--- src/logic/cart_params.svh ---
//////////////////////////////////////////////////
// Header addresses, bus widths and backup size
// Include in any module that decodes the download
//////////////////////////////////////////////////
`ifndef CART_PARAMS_SVH
`define CART_PARAMS_SVH

// Download bus
`define CART_DL_ADDR_W     25

// Region letters in the ROM header
`define CART_HDR_REGION_A  'h1F0
`define CART_HDR_REGION_B  'h1F2
`define CART_HDR_END       'h200    // First word past the header

// Serial number field
`define CART_ID_FIRST      'h182
`define CART_ID_DECIDE     'h18C    // Lookup happens on this write

// Backup RAM image
`define BK_SECTORS_LOG2    7        // 128 sectors
`define SD_LBA_W           32

`endif

--- src/logic/cart_pkg.sv ---
//////////////////////////////////////////////////
// Types shared by the cartridge-load blocks
// Import where download words or regions are decoded
//////////////////////////////////////////////////
package cart_pkg;

	// One download word, used whole or split into bytes
	typedef union packed {
		logic [15:0] word;
		struct packed {
			logic [7:0] hi;
			logic [7:0] lo;
		} bytes;
	} dl_word_u;

	// Console region as seen by the status bits
	typedef enum logic [1:0] {
		REG_JP = 2'd0,
		REG_US = 2'd1,
		REG_EU = 2'd2
	} region_e;

endpackage

--- src/logic/cart_region_scan.sv ---
//////////////////////////////////////////////////
// Picks region letters out of the ROM header
// Flags stay valid until the next download starts
//////////////////////////////////////////////////
`timescale 1ns/10ps
`include "cart_params.svh"

module cart_region_scan (
	input  logic                       clk_sys,
	input  logic                       RESET,
	input  logic                       dl_active,
	input  logic                       dl_wr,
	input  logic [`CART_DL_ADDR_W-1:0] dl_addr,
	input  cart_pkg::dl_word_u         dl_data,
	output logic                       hdr_j,
	output logic                       hdr_u,
	output logic                       hdr_e,
	output logic                       hdr_ready
);
	localparam logic [`CART_DL_ADDR_W-1:0] REGION_A = `CART_HDR_REGION_A;
	localparam logic [`CART_DL_ADDR_W-1:0] REGION_B = `CART_HDR_REGION_B;
	localparam logic [`CART_DL_ADDR_W-1:0] HDR_END  = `CART_HDR_END;

	logic       dl_active_d;
	logic [2:0] lo_hit;
	logic [2:0] hi_hit;
	wire        hdr_wr = dl_active & dl_wr;

	// {J, U, other} for one header character
	function automatic logic [2:0] letter_flags(input logic [7:0] c);
		if (c == "J")
			return 3'b100;
		else if (c == "U")
			return 3'b010;
		else if (c >= "0" && c <= "Z")
			return 3'b001;   // Any other code counts as EU
		return 3'b000;
	endfunction

	always_comb begin
		lo_hit = '0;
		hi_hit = '0;
		if (dl_addr == REGION_A || dl_addr == REGION_B)
			lo_hit = letter_flags(dl_data.bytes.lo);
		if (dl_addr == REGION_A)
			hi_hit = letter_flags(dl_data.bytes.hi);   // Only the first word has two
	end

	always_ff @(posedge clk_sys) begin
		if (RESET) begin
			dl_active_d <= 1'b0;
			{hdr_j, hdr_u, hdr_e} <= '0;
			hdr_ready <= 1'b0;
		end else begin
			dl_active_d <= dl_active;
			if (dl_active & ~dl_active_d)
				{hdr_j, hdr_u, hdr_e} <= '0;
			if (~dl_active & dl_active_d)
				hdr_ready <= 1'b0;
			if (hdr_wr) begin
				{hdr_j, hdr_u, hdr_e} <= {hdr_j, hdr_u, hdr_e} | lo_hit | hi_hit;
				if (dl_addr == HDR_END)
					hdr_ready <= 1'b1;
			end
		end
	end

	// Ready must not outlive the download by more than a cycle
	a_ready_drops: assert property (@(posedge clk_sys) disable iff (RESET)
		(!dl_active && !$past(dl_active)) |-> !hdr_ready);

endmodule

--- src/logic/cart_quirk_table.sv ---
//////////////////////////////////////////////////
// Captures the cartridge serial and flags quirks
//////////////////////////////////////////////////
`timescale 1ns/10ps
`include "cart_params.svh"

module cart_quirk_table (
	input  logic                       clk_sys,
	input  logic                       RESET,
	input  logic                       dl_active,
	input  logic                       dl_wr,
	input  logic [`CART_DL_ADDR_W-1:0] dl_addr,
	input  cart_pkg::dl_word_u         dl_data,
	output logic                       sram_quirk,
	output logic                       eeprom_quirk,
	output logic                       svp_quirk,
	output logic                       fmbusy_quirk
);
	localparam logic [`CART_DL_ADDR_W-1:0] ID_FIRST  = `CART_ID_FIRST;
	localparam logic [`CART_DL_ADDR_W-1:0] ID_DECIDE = `CART_ID_DECIDE;

	logic        dl_active_d;
	logic [63:0] cart_id;   // ASCII, first character in the top byte
	wire         hdr_wr = dl_active & dl_wr;

	// Bytes within each word come in swapped
	always_ff @(posedge clk_sys) begin
		if (hdr_wr) begin
			case (dl_addr)
				ID_FIRST:         cart_id[63:56] <= dl_data.bytes.hi;
				ID_FIRST + 2'd2:  cart_id[55:40] <= {dl_data.bytes.lo, dl_data.bytes.hi};
				ID_FIRST + 3'd4:  cart_id[39:24] <= {dl_data.bytes.lo, dl_data.bytes.hi};
				ID_FIRST + 3'd6:  cart_id[23:8]  <= {dl_data.bytes.lo, dl_data.bytes.hi};
				ID_FIRST + 4'd8:  cart_id[7:0]   <= dl_data.bytes.lo;
				default: ;
			endcase
		end
	end

	always_ff @(posedge clk_sys) begin
		if (RESET) begin
			dl_active_d <= 1'b0;
			{sram_quirk, eeprom_quirk, svp_quirk, fmbusy_quirk} <= '0;
		end else begin
			dl_active_d <= dl_active;
			if (dl_active & ~dl_active_d)
				{sram_quirk, eeprom_quirk, svp_quirk, fmbusy_quirk} <= '0;   // New image
			if (hdr_wr && dl_addr == ID_DECIDE) begin
				if (cart_id == "T-081276" || cart_id == "T-81406 ")
					sram_quirk <= 1'b1;     // SRAM left mapped over ROM
				else if (cart_id == "MK-1215 " || cart_id == "G-4060  ")
					eeprom_quirk <= 1'b1;
				else if (cart_id == "MK-1229 " || cart_id == "G-7001  ")
					svp_quirk <= 1'b1;      // DSP cart, no backup RAM
				else if (cart_id == "T-35036 ")
					fmbusy_quirk <= 1'b1;
			end
		end
	end

	a_one_quirk: assert property (@(posedge clk_sys) disable iff (RESET)
		$onehot0({sram_quirk, eeprom_quirk, svp_quirk, fmbusy_quirk}));

endmodule

--- src/logic/region_select.sv ---
//////////////////////////////////////////////////
// Region request from header letters or file index
//////////////////////////////////////////////////
`timescale 1ns/10ps

module region_select (
	input  logic              clk_sys,
	input  logic              RESET,
	input  logic              hdr_j,
	input  logic              hdr_u,
	input  logic              hdr_e,
	input  logic              hdr_ready,
	input  logic              reg_auto_off,
	input  logic              reg_from_hdr,
	input  logic [1:0]        reg_prio,
	input  logic [7:0]        dl_index,
	output cart_pkg::region_e region_req,
	output logic              region_set
);
	import cart_pkg::*;

	logic    hdr_ready_d;
	region_e hdr_pick;

	// First letter found in priority order, else the first region
	always_comb begin
		case (reg_prio)
			2'd0:    hdr_pick = hdr_u ? REG_US : hdr_e ? REG_EU : hdr_j ? REG_JP : REG_US;
			2'd1:    hdr_pick = hdr_e ? REG_EU : hdr_u ? REG_US : hdr_j ? REG_JP : REG_EU;
			2'd2:    hdr_pick = hdr_u ? REG_US : hdr_j ? REG_JP : hdr_e ? REG_EU : REG_US;
			default: hdr_pick = hdr_j ? REG_JP : hdr_u ? REG_US : hdr_e ? REG_EU : REG_JP;
		endcase
	end

	always_ff @(posedge clk_sys) begin
		if (RESET) begin
			hdr_ready_d <= 1'b0;
			region_req  <= REG_JP;
			region_set  <= 1'b0;
		end else begin
			hdr_ready_d <= hdr_ready;
			if (~reg_auto_off & hdr_ready & ~hdr_ready_d) begin
				if (reg_from_hdr) begin
					region_req <= hdr_pick;
					region_set <= 1'b1;
				end else begin
					region_req <= region_e'(dl_index[7:6]);   // Index encodes the region
					region_set <= |dl_index;
				end
			end
			if (~hdr_ready & hdr_ready_d)
				region_set <= 1'b0;
		end
	end

endmodule

--- src/logic/bram_sector_count.sv ---
//////////////////////////////////////////////////
// Backup RAM sector address for the host requests
//////////////////////////////////////////////////
`timescale 1ns/10ps
`include "cart_params.svh"

module bram_sector_count (
	input  logic                 clk_sys,
	input  logic                 RESET,
	input  logic                 cnt_clear,
	input  logic                 cnt_step,
	output logic [`SD_LBA_W-1:0] sd_lba,
	output logic                 last_sector
);

	always_ff @(posedge clk_sys) begin
		if (RESET)
			sd_lba <= '0;
		else if (cnt_clear)
			sd_lba <= '0;
		else if (cnt_step)
			sd_lba <= sd_lba + 1'd1;
	end

	// Top sector of the backup image
	assign last_sector = &sd_lba[`BK_SECTORS_LOG2-1:0];

endmodule

--- src/logic/bram_sequencer.sv ---
//////////////////////////////////////////////////
// Backup RAM load/save sequencing with the host
// One read or write request per sector
//////////////////////////////////////////////////
`timescale 1ns/10ps

module bram_sequencer (
	input  logic        clk_sys,
	input  logic        RESET,
	input  logic        dl_active,
	input  logic        img_mounted,
	input  logic        img_readonly,
	input  logic [63:0] img_size,
	input  logic        svp_quirk,
	input  logic        bk_load_cmd,
	input  logic        bk_save_cmd,
	input  logic        sd_ack,
	input  logic        last_sector,
	output logic        cnt_clear,
	output logic        cnt_step,
	output logic        sd_rd,
	output logic        sd_wr,
	output logic        bk_busy,
	output logic        bk_loading,
	output logic        bk_ena
);
	localparam logic [1:0] ST_IDLE = 2'd0;
	localparam logic [1:0] ST_REQ  = 2'd1;
	localparam logic [1:0] ST_ACK  = 2'd2;   // Wait for acknowledge to end

	logic [1:0] state;
	logic       dl_active_d, load_d, save_d, ack_d;
	logic       load_start, save_start;      // Registered start events
	wire        ack_rise = sd_ack & ~ack_d;
	wire        ack_fall = ~sd_ack & ack_d;

	assign cnt_clear = (state == ST_IDLE) & (load_start | save_start);
	assign cnt_step  = (state == ST_ACK) & ack_fall & ~last_sector;
	assign bk_busy   = state != ST_IDLE;

	always_ff @(posedge clk_sys) begin
		if (RESET) begin
			{dl_active_d, load_d, save_d, ack_d} <= '0;
			{load_start, save_start} <= '0;
			bk_ena <= 1'b0;
		end else begin
			dl_active_d <= dl_active;
			load_d      <= bk_load_cmd;
			save_d      <= bk_save_cmd;
			ack_d       <= sd_ack;
			// Load wins over save, download end always loads
			load_start  <= bk_ena & ((bk_load_cmd & ~load_d) | (~dl_active & dl_active_d & |img_size));
			save_start  <= bk_ena & bk_save_cmd & ~save_d;
			if (dl_active & ~dl_active_d)
				bk_ena <= 1'b0;
			if (dl_active & img_mounted & ~img_readonly & ~svp_quirk)
				bk_ena <= 1'b1;
		end
	end

	//////////////////////////////////////////////////
	// Sector FSM
	//////////////////////////////////////////////////
	always_ff @(posedge clk_sys) begin
		if (RESET) begin
			state      <= ST_IDLE;
			sd_rd      <= 1'b0;
			sd_wr      <= 1'b0;
			bk_loading <= 1'b0;
		end else begin
			case (state)
				ST_IDLE: if (load_start | save_start) begin
					state      <= ST_REQ;
					bk_loading <= load_start;
					sd_rd      <= load_start;
					sd_wr      <= ~load_start;
				end
				ST_REQ: if (ack_rise) begin
					sd_rd <= 1'b0;   // Host has taken the request
					sd_wr <= 1'b0;
					state <= ST_ACK;
				end
				ST_ACK: if (ack_fall) begin
					if (last_sector) begin
						state      <= ST_IDLE;
						bk_loading <= 1'b0;
					end else begin
						state <= ST_REQ;
						sd_rd <= bk_loading;
						sd_wr <= ~bk_loading;
					end
				end
				default: state <= ST_IDLE;
			endcase
		end
	end

	a_rd_wr_excl: assert property (@(posedge clk_sys) disable iff (RESET) !(sd_rd && sd_wr));

endmodule

--- src/logic/cart_ctrl_top.sv ---
//////////////////////////////////////////////////
// Cartridge-load controller top level
// Region pick, quirk lookup and backup RAM transfers
//////////////////////////////////////////////////
`timescale 1ns/10ps
`include "cart_params.svh"

module cart_ctrl_top (
	input  logic                       clk_sys,
	input  logic                       RESET,
	input  logic                       dl_active,
	input  logic                       dl_wr,
	input  logic [`CART_DL_ADDR_W-1:0] dl_addr,
	input  cart_pkg::dl_word_u         dl_data,
	input  logic [7:0]                 dl_index,
	input  logic                       reg_auto_off,
	input  logic                       reg_from_hdr,
	input  logic [1:0]                 reg_prio,
	input  logic                       img_mounted,
	input  logic                       img_readonly,
	input  logic [63:0]                img_size,
	input  logic                       bk_load_cmd,
	input  logic                       bk_save_cmd,
	input  logic                       sd_ack,
	output cart_pkg::region_e          region_req,
	output logic                       region_set,
	output logic                       sram_quirk,
	output logic                       eeprom_quirk,
	output logic                       svp_quirk,
	output logic                       fmbusy_quirk,
	output logic [`SD_LBA_W-1:0]       sd_lba,
	output logic                       sd_rd,
	output logic                       sd_wr,
	output logic                       bk_busy,
	output logic                       bk_loading,
	output logic                       bk_ena
);
	logic hdr_j, hdr_u, hdr_e, hdr_ready;
	logic cnt_clear, cnt_step, last_sector;

	cart_region_scan u_scan (
		.clk_sys   (clk_sys),
		.RESET     (RESET),
		.dl_active (dl_active),
		.dl_wr     (dl_wr),
		.dl_addr   (dl_addr),
		.dl_data   (dl_data),
		.hdr_j     (hdr_j),
		.hdr_u     (hdr_u),
		.hdr_e     (hdr_e),
		.hdr_ready (hdr_ready)
	);

	cart_quirk_table u_quirk (
		.clk_sys      (clk_sys),
		.RESET        (RESET),
		.dl_active    (dl_active),
		.dl_wr        (dl_wr),
		.dl_addr      (dl_addr),
		.dl_data      (dl_data),
		.sram_quirk   (sram_quirk),
		.eeprom_quirk (eeprom_quirk),
		.svp_quirk    (svp_quirk),
		.fmbusy_quirk (fmbusy_quirk)
	);

	region_select u_region (
		.clk_sys      (clk_sys),
		.RESET        (RESET),
		.hdr_j        (hdr_j),
		.hdr_u        (hdr_u),
		.hdr_e        (hdr_e),
		.hdr_ready    (hdr_ready),
		.reg_auto_off (reg_auto_off),
		.reg_from_hdr (reg_from_hdr),
		.reg_prio     (reg_prio),
		.dl_index     (dl_index),
		.region_req   (region_req),
		.region_set   (region_set)
	);

	//////////////////////////////////////////////////
	// Backup RAM
	//////////////////////////////////////////////////
	bram_sector_count u_count (
		.clk_sys     (clk_sys),
		.RESET       (RESET),
		.cnt_clear   (cnt_clear),
		.cnt_step    (cnt_step),
		.sd_lba      (sd_lba),
		.last_sector (last_sector)
	);

	bram_sequencer u_seq (
		.clk_sys      (clk_sys),
		.RESET        (RESET),
		.dl_active    (dl_active),
		.img_mounted  (img_mounted),
		.img_readonly (img_readonly),
		.img_size     (img_size),
		.svp_quirk    (svp_quirk),   // SVP carts keep no backup
		.bk_load_cmd  (bk_load_cmd),
		.bk_save_cmd  (bk_save_cmd),
		.sd_ack       (sd_ack),
		.last_sector  (last_sector),
		.cnt_clear    (cnt_clear),
		.cnt_step     (cnt_step),
		.sd_rd        (sd_rd),
		.sd_wr        (sd_wr),
		.bk_busy      (bk_busy),
		.bk_loading   (bk_loading),
		.bk_ena       (bk_ena)
	);

endmodule

--- config.mk ---
export PLATFORM = sky130hd
export DESIGN_NAME = cart_ctrl_top
export DESIGN_NICKNAME = d
export VERILOG_FILES = /design/src/logic/cart_pkg.sv /design/src/logic/cart_region_scan.sv /design/src/logic/cart_quirk_table.sv /design/src/logic/region_select.sv /design/src/logic/bram_sector_count.sv /design/src/logic/bram_sequencer.sv /design/src/logic/cart_ctrl_top.sv
export VERILOG_INCLUDE_DIRS = /design/src /design/src/logic
export SDC_FILE = /design/constraint.sdc
export NUM_CORES = 1
export LEC_CHECK = 0
export BUFFER_PORTS_ARGS = -buffer_cell sky130_fd_sc_hd__buf_2
export CORE_ASPECT_RATIO = 0.8
export CORE_MARGIN = 4
export CORE_UTILIZATION = 30
export DETAILED_ROUTE_END_ITERATION = 7
export PLACE_DENSITY = 0.52
export SYNTH_ARGS = -nofsm -noshare
export SYNTH_HDL_FRONTEND = slang
export SYNTH_SLANG_ARGS = --single-unit
--- constraint.sdc ---
create_clock -name clk_sys -period 2.7 [get_ports clk_sys]
set_input_delay 0.54 -clock clk_sys [delete_from_list [all_inputs] [get_ports clk_sys]]
set_output_delay 0.54 -clock clk_sys [all_outputs]
set_load 0.005 [all_outputs]
# After elaboration in Yosys (flattened, before gate mapping)
# Cells that the tools add are included.
dict set report classes {
  add_sub_neg 1
  order_cmp 4
  n_eq_ne 29
  mux 76
  bitwise 37
  reduce_logical 27
}
# op count
set op_table {}
lappend op_table {{64-bit by 63-bit == test with 1-bit output (second input constant)} 7}
lappend op_table {{25-bit by 9-bit == test with 1-bit output (second input constant)} 8}
lappend op_table {{64-bit OR reduction} 1}
lappend op_table {{1-bit 2-to-1 mux} 46}
lappend op_table {{32-bit by 1-bit adder with 32-bit output (second input constant)} 1}
lappend op_table {{8-bit by 7-bit == test with 1-bit output (second input constant)} 4}
lappend op_table {{2-bit 2-to-1 mux} 15}
lappend op_table {{3-bit 2-to-1 mux} 10}
lappend op_table {{25-bit by 10-bit == test with 1-bit output (second input constant)} 1}
lappend op_table {{1-bit bitwise AND} 19}
lappend op_table {{8-bit by 6-bit >= comparator with 1-bit output (second input constant)} 2}
lappend op_table {{8-bit by 7-bit <= comparator with 1-bit output (second input constant)} 2}
lappend op_table {{1-bit NOT} 14}
lappend op_table {{2-bit case mux with 3 select lines} 2}
lappend op_table {{2-bit AND reduction} 5}
lappend op_table {{2-bit nonzero test} 4}
lappend op_table {{8-bit OR reduction} 1}
lappend op_table {{7-bit AND reduction} 1}
lappend op_table {{2-bit by 1-bit inequality test with 1-bit output (second input constant)} 3}
lappend op_table {{3-bit bitwise OR} 2}
lappend op_table {{1-bit case mux with 3 select lines} 2}
lappend op_table {{5-bit AND reduction} 1}
lappend op_table {{2-bit by 1-bit == test with 1-bit output (second input constant)} 2}
lappend op_table {{2-bit == test (second input constant)} 2}
lappend op_table {{other kinds (10)} 19}
dict set report totals {
  register_bits 120
  inputBits 126
  out_inout_bits 44
  word_cells 202
}

# Logic depth before layout (Yosys ltp)
# Gate-level depths: netlist of the first run.
dict set report depth {
  depth_word 11
  ltp_mapped 7
  mapped_depth_nobuf 6
}

# By module
# A second synthesis of the first run with hierarchy kept.
dict set report hier_totals {
  cells_unflattened 514
  area_unflattened_um2 5610.4
}
# module n_inst cells_per_inst area_each_um2
set by_module_without_submodules {}
lappend by_module_without_submodules {cart_quirk_table 1 171 2681.3}
lappend by_module_without_submodules {bram_sector_count 1 174 1510.2}
lappend by_module_without_submodules {bram_sequencer 1 83 703.2}
lappend by_module_without_submodules {cart_region_scan 1 57 469.2}
lappend by_module_without_submodules {region_select 1 29 246.5}

# Worst setup path before layout of the first run
# OpenSTA, ideal clock, no wires.
dict set report synth_timing {
  path_kind {input to register}
  startpoint {in dl_addr[5]}
  endpoint {reg u_quirk.cart_id[40], enable pin}
  setup_time_ps 388
  arrival_ps 2242
  path_slack_ps 70
  path_stages 4
  path_cell_list {nor3_1 or3b_4 or3_4 nor2_1}
}
dict set report synth_via {
  elab_chain_cells 2
}
# item line_no
set synth_rtl {}
lappend synth_rtl {{start, declared} cart_ctrl_top.sv:13} ;# input logic [`CART_DL_ADDR_W-1:0] dl_addr,
lappend synth_rtl {{25-bit by 9-bit == test with 1-bit output} cart_quirk_table.sv:29} ;# case (dl_addr)
lappend synth_rtl {{2-bit AND reduction (no source line)} n/a}
lappend synth_rtl {{end signal, assigned} cart_quirk_table.sv:31} ;# ID_FIRST + 2'd2: cart_id[55:40] <= {dl_data.bytes.lo, dl_data.bytes.hi};
lappend synth_rtl {{end, declared} cart_quirk_table.sv:23} ;# logic [63:0] cart_id;
# Every way passes these cells.
# A chain may end at the register's enable or synchronous reset.

# Worst setup path in the final report of the first run
dict set report layout_timing {
  startpoint {reg u_quirk.cart_id[55]}
  endpoint {reg u_quirk.sram_quirk}
}
dict set report layout_via {
  elab_chain_cells 4
}
# item line_no
set layout_rtl {}
lappend layout_rtl {{64-bit by 63-bit == test with 1-bit output} cart_quirk_table.sv:49} ;# if (cart_id == "T-081276" || cart_id == "T-81406 ")
lappend layout_rtl {{1-bit logical OR (*)} cart_quirk_table.sv:49}
lappend layout_rtl {{1-bit 2-to-1 mux (*)} cart_quirk_table.sv:49}
lappend layout_rtl {{1-bit 2-to-1 mux (*)} cart_quirk_table.sv:48} ;# if (hdr_wr && dl_addr == ID_DECIDE) begin
lappend layout_rtl {{end signal, assigned} cart_quirk_table.sv:43} ;# {sram_quirk, eeprom_quirk, svp_quirk, fmbusy_quirk} <= '0;
lappend layout_rtl {{end signal, assigned} cart_quirk_table.sv:47} ;# {sram_quirk, eeprom_quirk, svp_quirk, fmbusy_quirk} <= '0;
lappend layout_rtl {{end signal, assigned} cart_quirk_table.sv:50} ;# sram_quirk <= 1'b1;
lappend layout_rtl {{end, declared} cart_quirk_table.sv:14} ;# output logic sram_quirk,
# Every way passes the cells marked *; elsewhere a longest branch is shown, timed or not.

==> metrics.cfg, run 1 <==
[worst_setup_path]
end_kind = flip-flop
path_delay_family = simple AND/OR/NAND/NOR gates
path_max_fanout = 3
worst_path_max_delay_cell = or4_1
critPathArrivalTime_ns = 2.59
cp.buffers_inverters = 0
r2r_slack_ns = 0.43
path_cells = nor4b_1, nand3_1, or4_1, or4_4, o31ai_2
cpPeakStageDelay_ns = 0.52
critPathRequiredTime_ns = 3.03
worstSetupStartpointType = flip-flop
reg2reg_depth = 5
r2r_start = u_quirk.cart_id[55]$_DFFE_PP_
r2r_end = u_quirk.sram_quirk$_SDFF_PP0_
critPathKind = flip-flop to flip-flop

[cells_and_area]
n_antenna_cell = 0
area_growth_pct = 33.9
layout-drive-gt1-share_pct = 32.4
mostFrequentLayoutCells = buf_2 (169), edfxtp_1 (64), dfxtp_1 (56)
final_area_mm2 = 0.00690
nets = 798
layout_commonest_cell = buf_2
fill_cells = 1599

[clocking]
hold_buffers = 0
cts_setup_buffers = 0
cts_root_buf = clkbuf_16
cts.path.max_buffers = 2
cts.htree.levels = 4
cts_sinks = 120
cts_resized = 0
clock_latency_ns = 0.41
numCtsBuffers = 17
cts_tree = built
clk_pin_slew_ns = 0.06

[sta]
min_period_ns = 2.27
hold_viol = 0
skew_ns = 0.00697
timing.final.crit_share_pct = 83.9
finalSetupViolations = 0
maxSlewViolCount = 0
rsz0062_at_grt = false
worst_pin_slew_ns = 0.631
slew_headroom_pct = 57.5
finalSetupTns_ns = 0
clock.fmax_mhz = 441
layout_setup_ws_ns = 0.433
holdWs_ns = 0.362

[drt]
num_vias = 4611
vias_per_cell = 5.12
drt_wl_total_um = 15400
drt-initial-drc-count = 277
dr.pass1.iters = 4
wl_per_cell_um = 17.2
final_antenna_net_count = 0
drc = 0

[placement]
hpwlAfterDp_um = 11900
place_area_mm2 = 0.00637
portBuffers = 169
pre_cts_slack_ns = 0.0608
gp_congestion = 0.885

[grt]
grt_remaining_overflow = 0
grt_max_degree = 21
track_usage_pct = 16.1
antenna_found_initial = 0
grt_pass1_wl_um = 24100
grt_pass1_vias = 4608

[floorplan]
dieWidth_um = 154
initial_core_util_pct = 30.8
chipHeight_um = 125
die_area_mm2 = 0.0193
ios = 170
core_mm2 = 0.0167
row_count = 42

[power]
p_per_area_mw_per_mm2 = 630
irDropWorstVdd_v = 0.000388
cellLeakagePower_nw = 2.63

[run_status]
status = completed

[yosys]
ys_ff_latch = 120
synth_cell_types = 54
synth_top_cell_area_share_pct = 37.3
syn-num-nets = 605
yosysWarnings = 0
synth_top_area_cell = edfxtp_1
netlist_instances = 474
synth_area_leaders = edfxtp_1 (37%), dfxtp_1 (22%), nor4_1 (3.8%)
syn_avg_cell_area_um2 = 10.9
seq_area_frac_synth_pct = 59.1
ys.flop_type = edfxtp_1
synth_edf_count = 64
netlist_area_mm2 = 0.00515
async_flop_share_pct = 0

[min_path]
holdPathEnd = u_seq.load_d$_SDFF_PP0_
min_path_cells = 3
hp-class = primary input to flip-flop
min_from = bk_load_cmd

[run]
max-cap-violations = 0

==> sequential cells by signal (all words and copies together), names as in the netlist, 2 cells and up <==
signal	cells
u_count.sd_lba	32
u_quirk.cart_id	64
u_region.region_req	2
u_seq.state	2
==> how the worst max path moves through the flow <==
stage	start	end	cells after the start	slack (ns)
finish	u_quirk.cart_id[55]$_DFFE_PP_	u_quirk.sram_quirk$_SDFF_PP0_	5	0.43
global route	u_seq.state[0]$_SDFFE_PP0P_	u_count.sd_lba[23]$_SDFFE_PP0P_	7	0.23
CTS	u_quirk.cart_id[55]$_DFFE_PP_	u_quirk.sram_quirk$_SDFF_PP0_	5	0.42
detailed placement	dl_addr[5]	u_quirk.sram_quirk$_SDFF_PP0_	6	0.06
global placement	dl_addr[5]	u_quirk.sram_quirk$_SDFF_PP0_	6	0.08
floorplan	dl_addr[5]	u_quirk.cart_id[40]$_DFFE_PP_	4	0.07
==> through the flow <==
stage	instances	total power, W	utilization, %
final	900	0.00434	41.3
after global routing	900	0.00451	41.3
after detailed placement	868	0.00237	38.1
after floorplan	474	0.00216	-
after CTS	900	0.00440	41.3
after global placement	868	0.00236	38.1
==> tightest hold or removal path, cell delays in order <==
cell and delay, ns:
buf_2 0.08, inv_1 0.04, nor2_1 0.08
==> layout make-up <==
cell class,count,area [um2],area share [%]
Sequential cell,120,3040,44.1
Clock buffer,19,433,6.28
Multi-Input combinational cell,335,2030,29.5
Tap cell,220,275,3.99
Clock inverter,13,96.3,1.40
Timing Repair Buffer,180,966,14.0
Inverter,13,48.8,0.708
==> report_power, final <==
| part | total (W) | internal (W) | switching [W] |
|---|---|---|---|
| Sequential | 0.00196 | 0.00194 | 0.0000164 |
| Combinational | 0.000369 | 0.000163 | 0.000207 |
| Clock | 0.00201 | 0.00118 | 0.000838 |
==> metal layers <==
layer  track usage (%)  share of wire [%]
met5                 0                  0
met4              5.76                1.3
met3              4.32                6.2
met2              27.3                 49
met1              19.7                 43
==> cells in the mapped netlist (all sizes together) (3+ instances only) <==
cell and number:
edfxtp 64, dfxtp 56, nor2 45, nand2 35
nor4 31, nand4 23, a21oi 19, o21ai 19
nand3 15, nor3 14, and2 13, inv 13
or4 10, nor2b 9, or3 9, nor3b 8
xor2 8, clkbuf 6, nand2b 6, nor4b 6
ha 5, o31ai 5, a22oi 4, and3 4
nand3b 4, a31oi 3, and4b 3, mux2i 3
nor4bb 3, o211ai 3, or2 3, xnor2 3
==> cells by family after synthesis <==
logic type	count (synthesis)	share of synthesized area, %
xor gates and xnor gates	11	1.87
buffers and inverters	19	1.39
muxes	3	0.583
DFF	120	59.1
adders and majority gates	5	1.22
AOI/OAI and AO/OA	68	8.43
and+or+nand+nor	248	27.4
No activity file was read; power rests on OpenSTA's default activity.
==> run 2: changes to the inputs <==
PLACE_DENSITY = 0.5   (was 0.52)
clock period = 2.3 ns   (was 2.7 ns; I/O delays follow)
==> metrics.cfg, run 2 (synthesis gave the netlist of run 1 again) <==
[worst_setup_path]
r2r_slack_ns = 0.06
critPathKind = flip-flop to flip-flop
path_max_fanout = 2
reg2reg_depth = 4
end_kind = flip-flop
r2r_end = u_quirk.sram_quirk$_SDFF_PP0_
r2r_start = u_quirk.cart_id[49]$_DFFE_PP_
critPathRequiredTime_ns = 2.62
worstSetupStartpointType = flip-flop
critPathArrivalTime_ns = 2.57

[min_path]
min_path_cells = 3
holdPathEnd = u_seq.load_d$_SDFF_PP0_
hp-class = primary input to flip-flop
min_from = bk_load_cmd

[cells_and_area]
n_antenna_cell = 0
reg.largest.list = u_quirk.cart_id (64), u_count.sd_lba (32)
nets = 810
mostFrequentLayoutCells = buf_2 (169), edfxtp_1 (64), dfxtp_1 (56)
fill_cells = 1632
largest_reg_flops = 64
final_area_mm2 = 0.00706
layout_commonest_cell = buf_2
fin_cells = 912
layout-drive-gt1-share_pct = 34.7
largest_register = u_quirk.cart_id
area_growth_pct = 37.2

[grt]
grt_pass1_wl_um = 24300
antenna_found_initial = 0
grt_remaining_overflow = 0
track_usage_pct = 16.0
grt_pass1_vias = 4608
grt_max_degree = 21

[power]
power_frac_comb_pct = 8.6
swShare_pct = 24.7
p_sw_w = 0.00132
power.internal_w = 0.00402
p_per_area_mw_per_mm2 = 755
clock_power_share_pct = 48.3
cellLeakagePower_nw = 2.73
irDropWorstVdd_v = 0.000474
p_seq_share_pct = 43.1

[floorplan]
row_count = 42
chipHeight_um = 125
initial_core_util_pct = 30.8
die_area_mm2 = 0.0193
core_mm2 = 0.0167
dieWidth_um = 154
ios = 170

[sta]
clock.fmax_mhz = 446
worst_pin_slew_ns = 0.524
finalSetupViolations = 0
hold_viol = 0
min_period_ns = 2.24
slew_headroom_pct = 64.7
maxSlewViolCount = 0
skew_ns = 0.00908
timing.final.crit_share_pct = 97.5

[placement]
hpwlAfterDp_um = 11800
place_area_mm2 = 0.00646
gp_congestion = 0.833
portBuffers = 169
dp.cells = 880

[clocking]
cts.path.max_buffers = 2
clock_latency_ns = 0.41
cts.htree.levels = 4
hold_buffers = 0
clk_pin_slew_ns = 0.06
cts_setup_buffers = 0
cts_tree = built
cts_root_buf = clkbuf_16
numCtsBuffers = 17
cts_sinks = 120

[drt]
drt-initial-drc-count = 267
drt_wl_total_um = 15300
final_antenna_net_count = 0
vias_per_cell = 5.05
wl_per_cell_um = 16.8
num_vias = 4608
dr.pass1.iters = 5
drc = 0

[run]
max-cap-violations = 0

[run_status]
status = completed

run 2: critical path, cell delays in order, from the launching register on:
cell and delay (ns):
edfxtp_1 0.39, or4_4 0.55, or4_4 0.55, or4_4 0.44, o31ai_2 0.23
run 2: worst max-delay path by stage:
stage                                       start                             to  slack, ns  cells past startpoint
floorplan                              dl_addr[5]  u_quirk.cart_id[40]$_DFFE_PP_      -0.25                      4
CTS                 u_quirk.cart_id[49]$_DFFE_PP_  u_quirk.sram_quirk$_SDFF_PP0_       0.04                      4
global route        u_quirk.cart_id[55]$_DFFE_PP_  u_quirk.sram_quirk$_SDFF_PP0_      -0.02                      5
detailed placement                     dl_addr[5]  u_quirk.sram_quirk$_SDFF_PP0_      -0.24                      6
finish              u_quirk.cart_id[49]$_DFFE_PP_  u_quirk.sram_quirk$_SDFF_PP0_       0.06                      4
global placement                       dl_addr[5]  u_quirk.sram_quirk$_SDFF_PP0_      -0.21                      6
run 2: cell type report:
class,instances,area [um2],area share [%]
clock buffer,17,425,6.02
clock inverter,15,156,2.21
inverter,13,48.8,0.691
timing repair buffer,192,1060,14.9
sequential,120,3040,43.1
multi-input combinational,335,2060,29.2
tap,220,275,3.90
run 2: power by group through the flow:
stage          registers (W)  logic [W]  clock network (W)
2_1_floorplan        0.00234   0.000199                  0
3_3_place_gp         0.00234   0.000449                  0
3_5_place_dp         0.00234   0.000458                  0
4_1_cts              0.00230   0.000460            0.00264
5_1_grt              0.00230   0.000512            0.00275
6_report             0.00230   0.000459            0.00258
run 2: metrics by stage:
| step | hold WS, ns | worst slack [ns] | utilization [%] | setup TNS (ns) | total power [W] |
|---|---|---|---|---|---|
| floorplan | 0.448 | -0.250 | - | -8.00 | 0.00254 |
| global placement | 0.439 | -0.210 | 38.7 | -6.14 | 0.00279 |
| detailed placement | 0.444 | -0.242 | 38.7 | -7.10 | 0.00280 |
| CTS | 0.272 | 0.0416 | 42.1 | 0 | 0.00540 |
| global route | 0.294 | -0.0222 | 42.3 | -0.0222 | 0.00556 |
| finish | 0.290 | 0.0570 | 42.3 | 0 | 0.00533 |
run 2: per-layer routing:
| layer | track usage, % | part of all wire [%] | wire length (um) |
|---|---|---|---|
| met1 | 21.2 | 46 | 7000 |
| met2 | 26.0 | 48 | 7310 |
| met3 | 4.18 | 5.3 | 814 |
| met4 | 4.41 | 1.0 | 155 |
| met5 | 0 | 0 | 0 |
run 2: what timing repair did:
item / in CTS / in global routing
endpoints found under the setup margin: 1 / 2
resized for setup: 1 / 5
pin swaps: 0 / 0
